[src/hw/host_chan_cfg.svh]
`ifndef HOST_CHAN_CFG_SVH
`define HOST_CHAN_CFG_SVH

// Width of a word address on both the AFU channels and the FIU bus
`define HC_ADDR_WIDTH 20

// Width of one data word, which is also the width of one bus beat
`define HC_DATA_WIDTH 64

// Maximum number of reads that may wait for readdatavalid at once
// Avalon has no back-pressure on responses, so the adapter must bound them
`define HC_RD_CREDITS 4

// Maximum number of writes that may wait for writeresponsevalid at once
`define HC_WR_CREDITS 4

// Default number of timing register stages between the arbiter and the FIU
// Each stage adds one cycle to requests and one cycle to responses
`define HC_REG_STAGES 2

`endif
[src/hw/avmm_pkg.sv]
`default_nettype none

`include "host_chan_cfg.svh"

// Types of the single Avalon memory-mapped bus toward the FIU
package avmm_pkg;

    // Word address, one address per data word
    typedef logic [`HC_ADDR_WIDTH-1:0] avmm_addr_t;

    // One data word
    typedef logic [`HC_DATA_WIDTH-1:0] avmm_data_t;

    // One enable bit per byte of the data word
    typedef logic [`HC_DATA_WIDTH/8-1:0] avmm_be_t;

    // One bus request
    // At most one of read and write is high, and both low means no request
    typedef struct packed {
        logic       read;
        logic       write;
        avmm_addr_t address;
        avmm_data_t writedata;
        avmm_be_t   byteenable;
    } avmm_req_t;

    // One bus response cycle
    // Read data and write responses come back in order, each in its own stream
    typedef struct packed {
        logic       readdatavalid;
        avmm_data_t readdata;
        logic       writeresponsevalid;
    } avmm_rsp_t;

endpackage

`default_nettype wire

[src/hw/rdwr_pkg.sv]
`default_nettype none

// Types of the split-bus AFU channels and of the arbiter control
package rdwr_pkg;
    import avmm_pkg::*;

    // Read request channel, a request is pending while read is high
    typedef struct packed {
        logic       read;
        avmm_addr_t address;
    } rd_req_t;

    // Write request channel, a request is pending while write is high
    typedef struct packed {
        logic       write;
        avmm_addr_t address;
        avmm_data_t writedata;
        avmm_be_t   byteenable;
    } wr_req_t;

    // Read response channel, valid for one cycle per completed read
    typedef struct packed {
        logic       readdatavalid;
        avmm_data_t readdata;
    } rd_rsp_t;

    // Write response channel, one pulse per completed write
    typedef struct packed {
        logic writeresponsevalid;
    } wr_rsp_t;

    // Count of outstanding requests on one channel, wide enough for the limit
    typedef logic [2:0] credit_t;

    // Round-robin priority state, names the channel that wins a tie next
    typedef enum logic {
        GRANT_RD,
        GRANT_WR
    } grant_e;

endpackage

`default_nettype wire

[src/hw/host_chan_as_avalon_mem_rdwr.sv]
`default_nettype none

`include "host_chan_cfg.svh"

// Host memory channel adapter
// The AFU sees independent read and write channels, the FIU one Avalon port
// Requests take 1 + NUM_STAGES cycles to reach fiu_req without stalls,
// and responses take NUM_STAGES cycles from fiu_rsp back to the AFU
module host_chan_as_avalon_mem_rdwr #(
    parameter int NUM_STAGES = `HC_REG_STAGES
) (
    input  wire                   clk,
    input  wire                   rst_n,

    // AFU split-bus read channel
    input  rdwr_pkg::rd_req_t     rd_req,
    output logic                  rd_waitrequest,
    output rdwr_pkg::rd_rsp_t     rd_rsp,

    // AFU split-bus write channel
    input  rdwr_pkg::wr_req_t     wr_req,
    output logic                  wr_waitrequest,
    output rdwr_pkg::wr_rsp_t     wr_rsp,

    // FIU Avalon memory port
    output avmm_pkg::avmm_req_t   fiu_req,
    input  wire                   fiu_waitrequest,
    input  avmm_pkg::avmm_rsp_t   fiu_rsp
);
    import avmm_pkg::*;

    // Merged bus between the arbiter and the first timing stage
    avmm_req_t arb_req;
    logic      arb_waitrequest;
    avmm_rsp_t arb_rsp;

    // Arbitration, credits and response routing
    rdwr_arbiter arb (
        .clk             (clk),
        .rst_n           (rst_n),
        .rd_req          (rd_req),
        .rd_waitrequest  (rd_waitrequest),
        .rd_rsp          (rd_rsp),
        .wr_req          (wr_req),
        .wr_waitrequest  (wr_waitrequest),
        .wr_rsp          (wr_rsp),
        .arb_req         (arb_req),
        .arb_waitrequest (arb_waitrequest),
        .arb_rsp         (arb_rsp)
    );

    // Timing stages toward the FIU, the stall from fiu_waitrequest
    // fills their skid slots one by one back toward the arbiter
    avmm_reg_stage #(
        .NUM_STAGES (NUM_STAGES)
    ) stages (
        .clk              (clk),
        .rst_n            (rst_n),
        .up_req           (arb_req),
        .up_waitrequest   (arb_waitrequest),
        .up_rsp           (arb_rsp),
        .down_req         (fiu_req),
        .down_waitrequest (fiu_waitrequest),
        .down_rsp         (fiu_rsp)
    );

endmodule

`default_nettype wire

[src/hw/rdwr_arbiter.sv]
`default_nettype none

`include "host_chan_cfg.svh"

// Merges the split read and write channels onto one Avalon request
// Credits bound the outstanding requests and the responses split by type
module rdwr_arbiter (
    input  wire                   clk,
    input  wire                   rst_n,

    input  rdwr_pkg::rd_req_t     rd_req,
    output logic                  rd_waitrequest,
    output rdwr_pkg::rd_rsp_t     rd_rsp,

    input  rdwr_pkg::wr_req_t     wr_req,
    output logic                  wr_waitrequest,
    output rdwr_pkg::wr_rsp_t     wr_rsp,

    output avmm_pkg::avmm_req_t   arb_req,
    input  wire                   arb_waitrequest,
    input  avmm_pkg::avmm_rsp_t   arb_rsp
);
    import avmm_pkg::*;
    import rdwr_pkg::*;

    // Low for the first cycle after reset so that both channels wait then
    logic      ready_q;
    grant_e    prio_q;
    credit_t   rd_cnt_q;
    credit_t   wr_cnt_q;

    logic      arb_valid;
    logic      load;
    logic      rd_ok;
    logic      wr_ok;
    logic      rd_wins;
    logic      wr_wins;
    logic      rd_take;
    logic      wr_take;
    avmm_req_t req_next;

    assign arb_valid = arb_req.read | arb_req.write;

    // The output register reloads when it is empty or transfers this cycle
    assign load = ready_q && (!arb_valid || !arb_waitrequest);

    // A channel is eligible only while it still has a credit
    assign rd_ok = rd_cnt_q < credit_t'(`HC_RD_CREDITS);
    assign wr_ok = wr_cnt_q < credit_t'(`HC_WR_CREDITS);

    // When both channels are eligible the priority state breaks the tie
    assign rd_wins = rd_req.read && rd_ok && (!wr_req.write || prio_q == GRANT_RD);
    assign wr_wins = wr_req.write && wr_ok && (!rd_req.read || prio_q == GRANT_WR);

    // A channel waits if the register is busy, it has no credit, or it lost
    assign rd_waitrequest = !(load && rd_ok && !wr_wins);
    assign wr_waitrequest = !(load && wr_ok && !rd_wins);

    // At most one of these is high, since the two winners exclude each other
    assign rd_take = rd_req.read && !rd_waitrequest;
    assign wr_take = wr_req.write && !wr_waitrequest;

    always_comb begin
        req_next.read       = rd_take;
        req_next.write      = wr_take;
        req_next.address    = rd_take ? rd_req.address : wr_req.address;
        req_next.writedata  = wr_req.writedata;
        req_next.byteenable = wr_req.byteenable;
    end

    // Output request register
    // An idle cycle loads cleared flags, so the register empties after a transfer
    always_ff @(posedge clk) begin
        if (!rst_n) begin
            arb_req.read  <= 1'b0;
            arb_req.write <= 1'b0;
        end else if (load) begin
            arb_req <= req_next;
        end
    end

    // Control state, with the channel just served losing the next tie
    always_ff @(posedge clk) begin
        if (!rst_n) begin
            ready_q  <= 1'b0;
            prio_q   <= GRANT_RD;
            rd_cnt_q <= '0;
            wr_cnt_q <= '0;
        end else begin
            ready_q <= 1'b1;
            if (rd_take) begin
                prio_q <= GRANT_WR;
            end else if (wr_take) begin
                prio_q <= GRANT_RD;
            end
            // Taken at acceptance and returned as the response leaves
            rd_cnt_q <= rd_cnt_q + credit_t'(rd_take) - credit_t'(arb_rsp.readdatavalid);
            wr_cnt_q <= wr_cnt_q + credit_t'(wr_take) - credit_t'(arb_rsp.writeresponsevalid);
        end
    end

    // Responses pass straight through to their own channel
    assign rd_rsp.readdatavalid      = arb_rsp.readdatavalid;
    assign rd_rsp.readdata           = arb_rsp.readdata;
    assign wr_rsp.writeresponsevalid = arb_rsp.writeresponsevalid;

    // The host never answers a request that this side did not send
    a_rd_rsp_has_credit: assert property (@(posedge clk) disable iff (!rst_n)
        arb_rsp.readdatavalid |-> rd_cnt_q != '0)
        else $error("read response with no read outstanding");

    a_wr_rsp_has_credit: assert property (@(posedge clk) disable iff (!rst_n)
        arb_rsp.writeresponsevalid |-> wr_cnt_q != '0)
        else $error("write response with no write outstanding");

    // Avalon rule on the merged bus, a stalled request is held unchanged
    a_req_stable: assert property (@(posedge clk) disable iff (!rst_n)
        arb_valid && arb_waitrequest |=> $stable(arb_req))
        else $error("arb_req changed while arb_waitrequest was high");

endmodule

`default_nettype wire

[src/hw/avmm_reg_stage.sv]
`default_nettype none

// Chain of timing register stages on an Avalon bus
// Every stage registers the request, its own upstream waitrequest and the response
module avmm_reg_stage #(
    parameter int NUM_STAGES = 1
) (
    input  wire                   clk,
    input  wire                   rst_n,

    input  avmm_pkg::avmm_req_t   up_req,
    output logic                  up_waitrequest,
    output avmm_pkg::avmm_rsp_t   up_rsp,

    output avmm_pkg::avmm_req_t   down_req,
    input  wire                   down_waitrequest,
    input  avmm_pkg::avmm_rsp_t   down_rsp
);
    import avmm_pkg::*;

    // Index 0 is the upstream end and index NUM_STAGES the downstream end
    // With no stages the two ends of each chain are the same element
    avmm_req_t          req_chain [NUM_STAGES+1];
    logic [NUM_STAGES:0] wait_chain;
    avmm_rsp_t          rsp_chain [NUM_STAGES+1];

    assign req_chain[0]          = up_req;
    assign up_waitrequest        = wait_chain[0];
    assign up_rsp                = rsp_chain[0];

    assign down_req              = req_chain[NUM_STAGES];
    assign wait_chain[NUM_STAGES] = down_waitrequest;
    assign rsp_chain[NUM_STAGES] = down_rsp;

    for (genvar i = 0; i < NUM_STAGES; i++) begin : g_stage
        avmm_req_t main_q;
        avmm_req_t skid_q;
        logic      skid_full_q;
        avmm_rsp_t rsp_q;
        logic      in_valid;
        logic      main_valid;
        logic      main_free;
        logic      in_take;

        assign in_valid   = req_chain[i].read | req_chain[i].write;
        assign main_valid = main_q.read | main_q.write;

        // The main register may load when it is empty or leaving downstream
        assign main_free  = !main_valid || !wait_chain[i+1];

        // Upstream only sees the registered skid flag, so a request that it
        // presents while the main register stalls must land in the skid slot
        assign in_take    = in_valid && !skid_full_q;

        always_ff @(posedge clk) begin
            if (!rst_n) begin
                main_q.read  <= 1'b0;
                main_q.write <= 1'b0;
                skid_full_q  <= 1'b0;
            end else if (main_free) begin
                if (skid_full_q) begin
                    // Drain the skid slot first to keep request order
                    main_q      <= skid_q;
                    skid_full_q <= 1'b0;
                end else begin
                    // With the skid slot empty an idle upstream loads idle flags
                    main_q <= req_chain[i];
                end
            end else if (in_take) begin
                skid_full_q <= 1'b1;
            end
        end

        // Skid payload is written only when the main register is stalled
        always_ff @(posedge clk) begin
            if (!main_free && in_take) begin
                skid_q <= req_chain[i];
            end
        end

        // Response delay register, one cycle per stage
        always_ff @(posedge clk) begin
            if (!rst_n) begin
                rsp_q.readdatavalid      <= 1'b0;
                rsp_q.writeresponsevalid <= 1'b0;
            end else begin
                rsp_q <= rsp_chain[i+1];
            end
        end

        assign req_chain[i+1] = main_q;
        assign wait_chain[i]  = skid_full_q;
        assign rsp_chain[i]   = rsp_q;

        // A request refused because the skid slot is full must stay on the
        // upstream side unchanged, or the stage would lose it
        a_no_take_when_full: assert property (@(posedge clk) disable iff (!rst_n)
            in_valid && skid_full_q && !main_free |=> $stable(req_chain[i]))
            else $error("stage %0d lost a request offered with both slots full", i);
    end

endmodule

`default_nettype wire

[config.mk]
export PLATFORM = sky130hd
export DESIGN_NAME = host_chan_as_avalon_mem_rdwr
export DESIGN_NICKNAME = d
export VERILOG_FILES = /design/src/hw/avmm_pkg.sv /design/src/hw/rdwr_pkg.sv /design/src/hw/host_chan_as_avalon_mem_rdwr.sv /design/src/hw/rdwr_arbiter.sv /design/src/hw/avmm_reg_stage.sv
export VERILOG_INCLUDE_DIRS = /design/src /design/src/hw
export SDC_FILE = /design/constraint.sdc
export NUM_CORES = 1
export LEC_CHECK = 0
export ABC_AREA = 1
export BUFFER_PORTS_ARGS = -buffer_cell sky130_fd_sc_hd__buf_2
export CAP_MARGIN = 25
export CORE_UTILIZATION = 63
export CTS_BUF_LIST = sky130_fd_sc_hd__clkbuf_4 sky130_fd_sc_hd__clkbuf_8
export DETAILED_ROUTE_END_ITERATION = 8
export PLACE_DENSITY = 0.92
export SLEW_MARGIN = 20
export SYNTH_ARGS = -nofsm -noshare
export SYNTH_HDL_FRONTEND = slang
export SYNTH_SLANG_ARGS = --single-unit
[constraint.sdc]
create_clock -name clk -period 15.3 [get_ports clk]
set_input_delay 3.06 -clock clk [delete_from_list [all_inputs] [get_ports clk]]
set_output_delay 3.06 -clock clk [all_outputs]
set_load 0.02 [all_outputs]
After elaboration in Yosys (flattened, before gate mapping)
Index checks and enable logic that the tools add are counted.
{"block": "totals", "wordCells": 94, "input_bits": 183, "ff_bits": 612}
{"block": "op_classes", "magnitude_cmp": 2, "reduce_logical": 40, "bitwise_logic": 5, "n_mux": 6, "add_sub_neg": 4}
{"op": "$mux 94", "count": 2}
{"op": "$mux 20", "count": 1}
{"op": "$logic_and 1x1->1", "count": 15}
{"op": "$logic_not 1->1", "count": 14}
{"op": "$add 3x1->3", "count": 2}
{"op": "$lt 3x3->1 const B", "count": 2}
{"op": "$reduce_and 2->1", "count": 3}
{"op": "$sub 3x1->3", "count": 2}
{"op": "$logic_or 1x1->1", "count": 5}
{"op": "$reduce_or 2->1", "count": 2}
{"op": "$mux 1", "count": 3}
{"op": "$or 1x1->1", "count": 3}
{"op": "$not 1->1", "count": 2}
{"op": "$reduce_bool 2->1", "count": 1}

Depth between registers and ports, before layout
{"block": "logic_depth", "ltp_word": 9, "mapped_depth": 13, "ltp_nobuf": 11}

Modules after synthesis
Synthesis repeated with hierarchy kept, for this count alone.
{"block": "hier_totals", "cells_unflattened": 1446, "hier_area_um2": 22027.4}
{"mod": "avmm_reg_stage", "cells_each": 1159, "area_per_inst_um2": 17797.1, "n_inst": 1}
{"mod": "rdwr_arbiter", "cells_each": 287, "area_per_inst_um2": 4230.3, "n_inst": 1}

Worst setup path after synthesis
OpenSTA, ideal clock, no wires.
{"block": "synth_path", "path_type": "in2reg", "from": "in fiu_waitrequest", "to": "reg stages.g_stage[1].skid_q[0] (netlist name), enable pin", "slack_ns": 7.633, "arrival_time_ns": 7.119, "n_path_buf": 0, "stages": 2, "setup_time_ns": 0.548, "t_required_ns": 14.752, "cell_sequence": "o21ai_0 -> nor2_1"}
{"block": "synth_via", "elab_chain_len": 4}
{"item": "start: declaration", "line_no": "host_chan_as_avalon_mem_rdwr.sv:27", "rtl": "input wire fiu_waitrequest,"}
{"item": "$logic_not 1->1", "line_no": "avmm_reg_stage.sv:49", "rtl": "assign main_free = !main_valid || !wait_chain[i+1];"}
{"item": "$logic_or 1x1->1", "line_no": "avmm_reg_stage.sv:49"}
{"item": "$logic_not 1->1", "line_no": "avmm_reg_stage.sv:76", "rtl": "if (!main_free && in_take) begin"}
{"item": "$logic_and 1x1->1", "line_no": "avmm_reg_stage.sv:76"}
{"item": "end signal: assignment", "line_no": "avmm_reg_stage.sv:77", "rtl": "skid_q <= req_chain[i];"}
{"item": "end: declaration", "line_no": "avmm_reg_stage.sv:37", "rtl": "avmm_req_t skid_q;"}
No other way between the ends.
A chain may end at the register's enable or synchronous reset.

Final worst setup path
{"block": "layout_path", "from": "in rd_req[20] (netlist name)", "to": "out rd_waitrequest"}
{"block": "layout_via", "elab_chain_len": 6}
{"item": "start: declaration", "line_no": "host_chan_as_avalon_mem_rdwr.sv:16", "rtl": "input rdwr_pkg::rd_req_t rd_req,"}
{"item": "$logic_not 1->1", "line_no": "rdwr_arbiter.sv:53", "rtl": "assign wr_wins = wr_req.write && wr_ok && (!rd_req.read || prio_q == GRANT_WR);"}
{"item": "$logic_or 1x1->1", "line_no": "rdwr_arbiter.sv:53"}
{"item": "$logic_and 1x1->1", "line_no": "rdwr_arbiter.sv:53"}
{"item": "$logic_not 1->1", "line_no": "rdwr_arbiter.sv:56", "rtl": "assign rd_waitrequest = !(load && rd_ok && !wr_wins);"}
{"item": "$logic_and 1x1->1", "line_no": "rdwr_arbiter.sv:56"}
{"item": "$logic_not 1->1", "line_no": "rdwr_arbiter.sv:56"}
{"item": "end: declaration", "line_no": "host_chan_as_avalon_mem_rdwr.sv:17", "rtl": "output logic rd_waitrequest,"}
No other way between the ends.

==> reports/qor.csv <==
metric,value,unit
drt_wl_total,42.2,mm
ant_nets,0,
die_x,185,µm
core-area,32900,µm²
postCtsHoldBufs,0,
dp_hpwl,26.7,mm
grt_setup_unrepaired,no,
die-area,34400,µm²
cts_made_buffers,91,
clk_latency,0.64,ns
final_cell_mix,"nand2_1, edfxtp_1, buf_2, clkbuf_8, clkinv_1",
dpl.cell_count,2113,
hp-class,flop to flop,
p_sw_share,21.8,%
synth_cell_types,26,
rr_endpoint,arb.rd_cnt_q[2],
path_depth,5,
hold_viol,0,
synth.avg_cell_area,15.5,µm²
pin_count,345,
grt_usage,24.9,%
fin_cells,2283,
grt_pass1_vias,11880,
fin_crit_sh,43.5,%
max_clock_freq,150,MHz
antenna_found_initial,6,
syn-instance-count,1365,
grt.overflow.total,0,
first_pass_iters,6,
worstPathMaxFanout,2,
r2r_cells,11,
status,finished clean,
ff2ff_setup_slack,11.62,ns
pre_cts_ws,8.64,ns
final_common_cell,nand2_1,
worstSetupPathType,input port to output port,
cpLargestDelayFamily,buffers and inverters,
finalSetupTns,0,ns
p_int,2.62,mW
h-tree-depth,3,
worst_path_max_delay_cell,buf_2,
cts_sinks,612,
finalSetupViolations,0,
min_from,stages.g_stage[1].rsp_q[52],
ys_warn_count,0,
ctsResizeCount,0,
drtIter0Drc,831,
start_util,64.5,%
worstMarginPinSlew,0.992,ns
place_congestion,0.817,
nNetsFinal,1956,
pwr-share-clk,36.9,%
fin_crit,6.65,ns
portBuffers,344,
cts_buffer_depth,3,
seq_power_share,58.2,%
cts_setup_buffers,0,
ys_seq_elements,612,
grt_max_degree,98,
drv_cap,0,
path_buf_inv,2,
peakVddDrop,0.0000932,V
drive_above_1_share,27.5,%
cp-start-kind,input port,
power_density,133,nW/µm²
hold_end,stages.up_rsp[52],
grt_pass1_wl,63.2,mm
crit_required,12.24,ns
routedWlPerCell,18.5,µm
cts-root-buf,clkbuf_8,
synth_area,21200,µm²
report.final.slew_viol_count,0,
critPathMaxStageDelay,0.16,ns
crit_chain,"buf_2, nand2_1, nand3_1, nand3_1, buf_2",
ys_seq_area_share,85.7,%
route.detailed.drc,0,
clkTransAtPathRegs,0.06,ns
die_y,185,µm
holdPathStages,0,
fin_hold_ws,0.413,ns
via_count,11859,
setup_ws,8.65,ns
reg2reg_from,stages.up_waitrequest,
rows,66,
relSlewSlack,33.8,%
p_switching,0.730,mW
area_delta_synth_final,18.7,%
finClkSkew,0.0422,ns
syn_nets,1554,
cts_tree,done,
pwr-share-comb,4.9,%
cp.arrival,3.59,ns
post_drt_via_cell_ratio,5.19,
endpoint_kind,output port,
p_leak,10.1,nW
-- power groups by stage --
| stage | Clock (mW) | Combinational [mW] | Sequential [mW] |
|---|---|---|---|
| 5_1_grt | 1.32 | 0.178 | 1.95 |
| 3_5_place_dp | 0 | 0.162 | 1.98 |
| 4_1_cts | 1.25 | 0.164 | 1.95 |
| 2_1_floorplan | 0 | 0.0522 | 2.01 |
| 6_report | 1.23 | 0.163 | 1.95 |
| 3_3_place_gp | 0 | 0.153 | 1.98 |
-- state kept, by name (all words and copies together) (netlist names) --
| name | flops |
|---|---|
| stages.g_stage.main_q | 94 |
| stages.up_rsp | 66 |
| stages.g_stage.skid_q | 188 |
| arb.ready_q | 1 |
| stages.g_stage.rsp_q | 66 |
| arb.rd_cnt_q | 3 |
| stages.g_stage.skid_full_q | 1 |
| stages.up_waitrequest | 1 |
| stages.down_req | 94 |
| arb.arb_req | 94 |
| arb.wr_cnt_q | 3 |
| arb.prio_q | 1 |
-- cell usage after synthesis --
master	count	share of area [%]
or2_2	2	0.059
buf_2	27	0.64
inv_4	1	0.030
nor3_1	1	0.024
o21ai_0	4	0.094
buf_4	1	0.035
dfxtp_1	20	1.9
edfxtp_1	592	84
ha_1	4	0.24
xnor2_1	1	0.041
clkbuf_1	17	0.30
nand2_1	635	11
o22ai_1	4	0.12
xor2_1	1	0.041
inv_2	2	0.035
nor2_1	3	0.053
a21oi_1	6	0.14
nor2_2	1	0.030
nand3_1	5	0.12
nand3_2	1	0.047
nor2_4	2	0.11
a21oi_2	1	0.041
mux2i_1	2	0.094
buf_6	2	0.11
fa_1	2	0.19
inv_1	28	0.50
-- final cells by class --
type	count	area, µm²
sequential	612	18200
fill	1842	7680
multi-input combinational	675	2710
timing repair buffer	356	1900
clock buffer	112	1420
tap	442	553
clock inverter	50	282
inverter	31	125
antenna	5	12.5
-- stage by stage --
stage / util [%] / power, mW / instance area, µm²
2_1_floorplan: - / 2.06 / 21200
6_report: 76.6 / 3.35 / 25200
3_3_place_gp: 71.0 / 2.13 / 23300
3_5_place_dp: 71.2 / 2.14 / 23400
4_1_cts: 76.4 / 3.37 / 25100
5_1_grt: 76.6 / 3.45 / 25200
-- worst reg2reg max path, delay by kind of cell (launching register included) --
family	cells	cell delay [ns]
adders and majority gates	2	0.63
buffers and inverters	3	1.28
DFF	1	0.46
and+or+nand+nor	3	0.78
AOI/OAI and AO/OA	2	0.26
xor gates and xnor gates	1	0.18
-- layer usage --
layer / global-route usage, % / vias to the layer above / routed length, µm
met2: 44.4 / 570 / 22600
met5: 0 / - / 12
li1: - / 5543 / -
met1: 28.8 / 5611 / 15300
met3: 4.58 / 133 / 2520
met4: 12.9 / 2 / 1870
-- worst max-delay path by stage --
stage                    start                           to  slack, ns
2_1_floorplan  fiu_waitrequest  stages.g_stage[1].skid_q[0]       7.63
3_3_place_gp        rd_req[20]               wr_waitrequest       8.66
3_5_place_dp        rd_req[20]               rd_waitrequest       8.64
4_1_cts             rd_req[20]               rd_waitrequest       8.64
5_1_grt             rd_req[20]               wr_waitrequest       8.58
6_report            rd_req[20]               rd_waitrequest       8.65
-- kinds of logic (layout without fill, tap and decap cells) --
logic type,count (synthesis),in the layout,synth area share (%)
other cells,0,5,0
compound gates,15,15,0.395
flops,612,612,85.7
xor+xnor,2,2,0.0826
mux,2,2,0.0944
buf+inv,78,549,1.64
simple gates,650,650,11.7
fa+ha+maj,6,6,0.425
No activity file was read; power rests on OpenSTA's default activity.
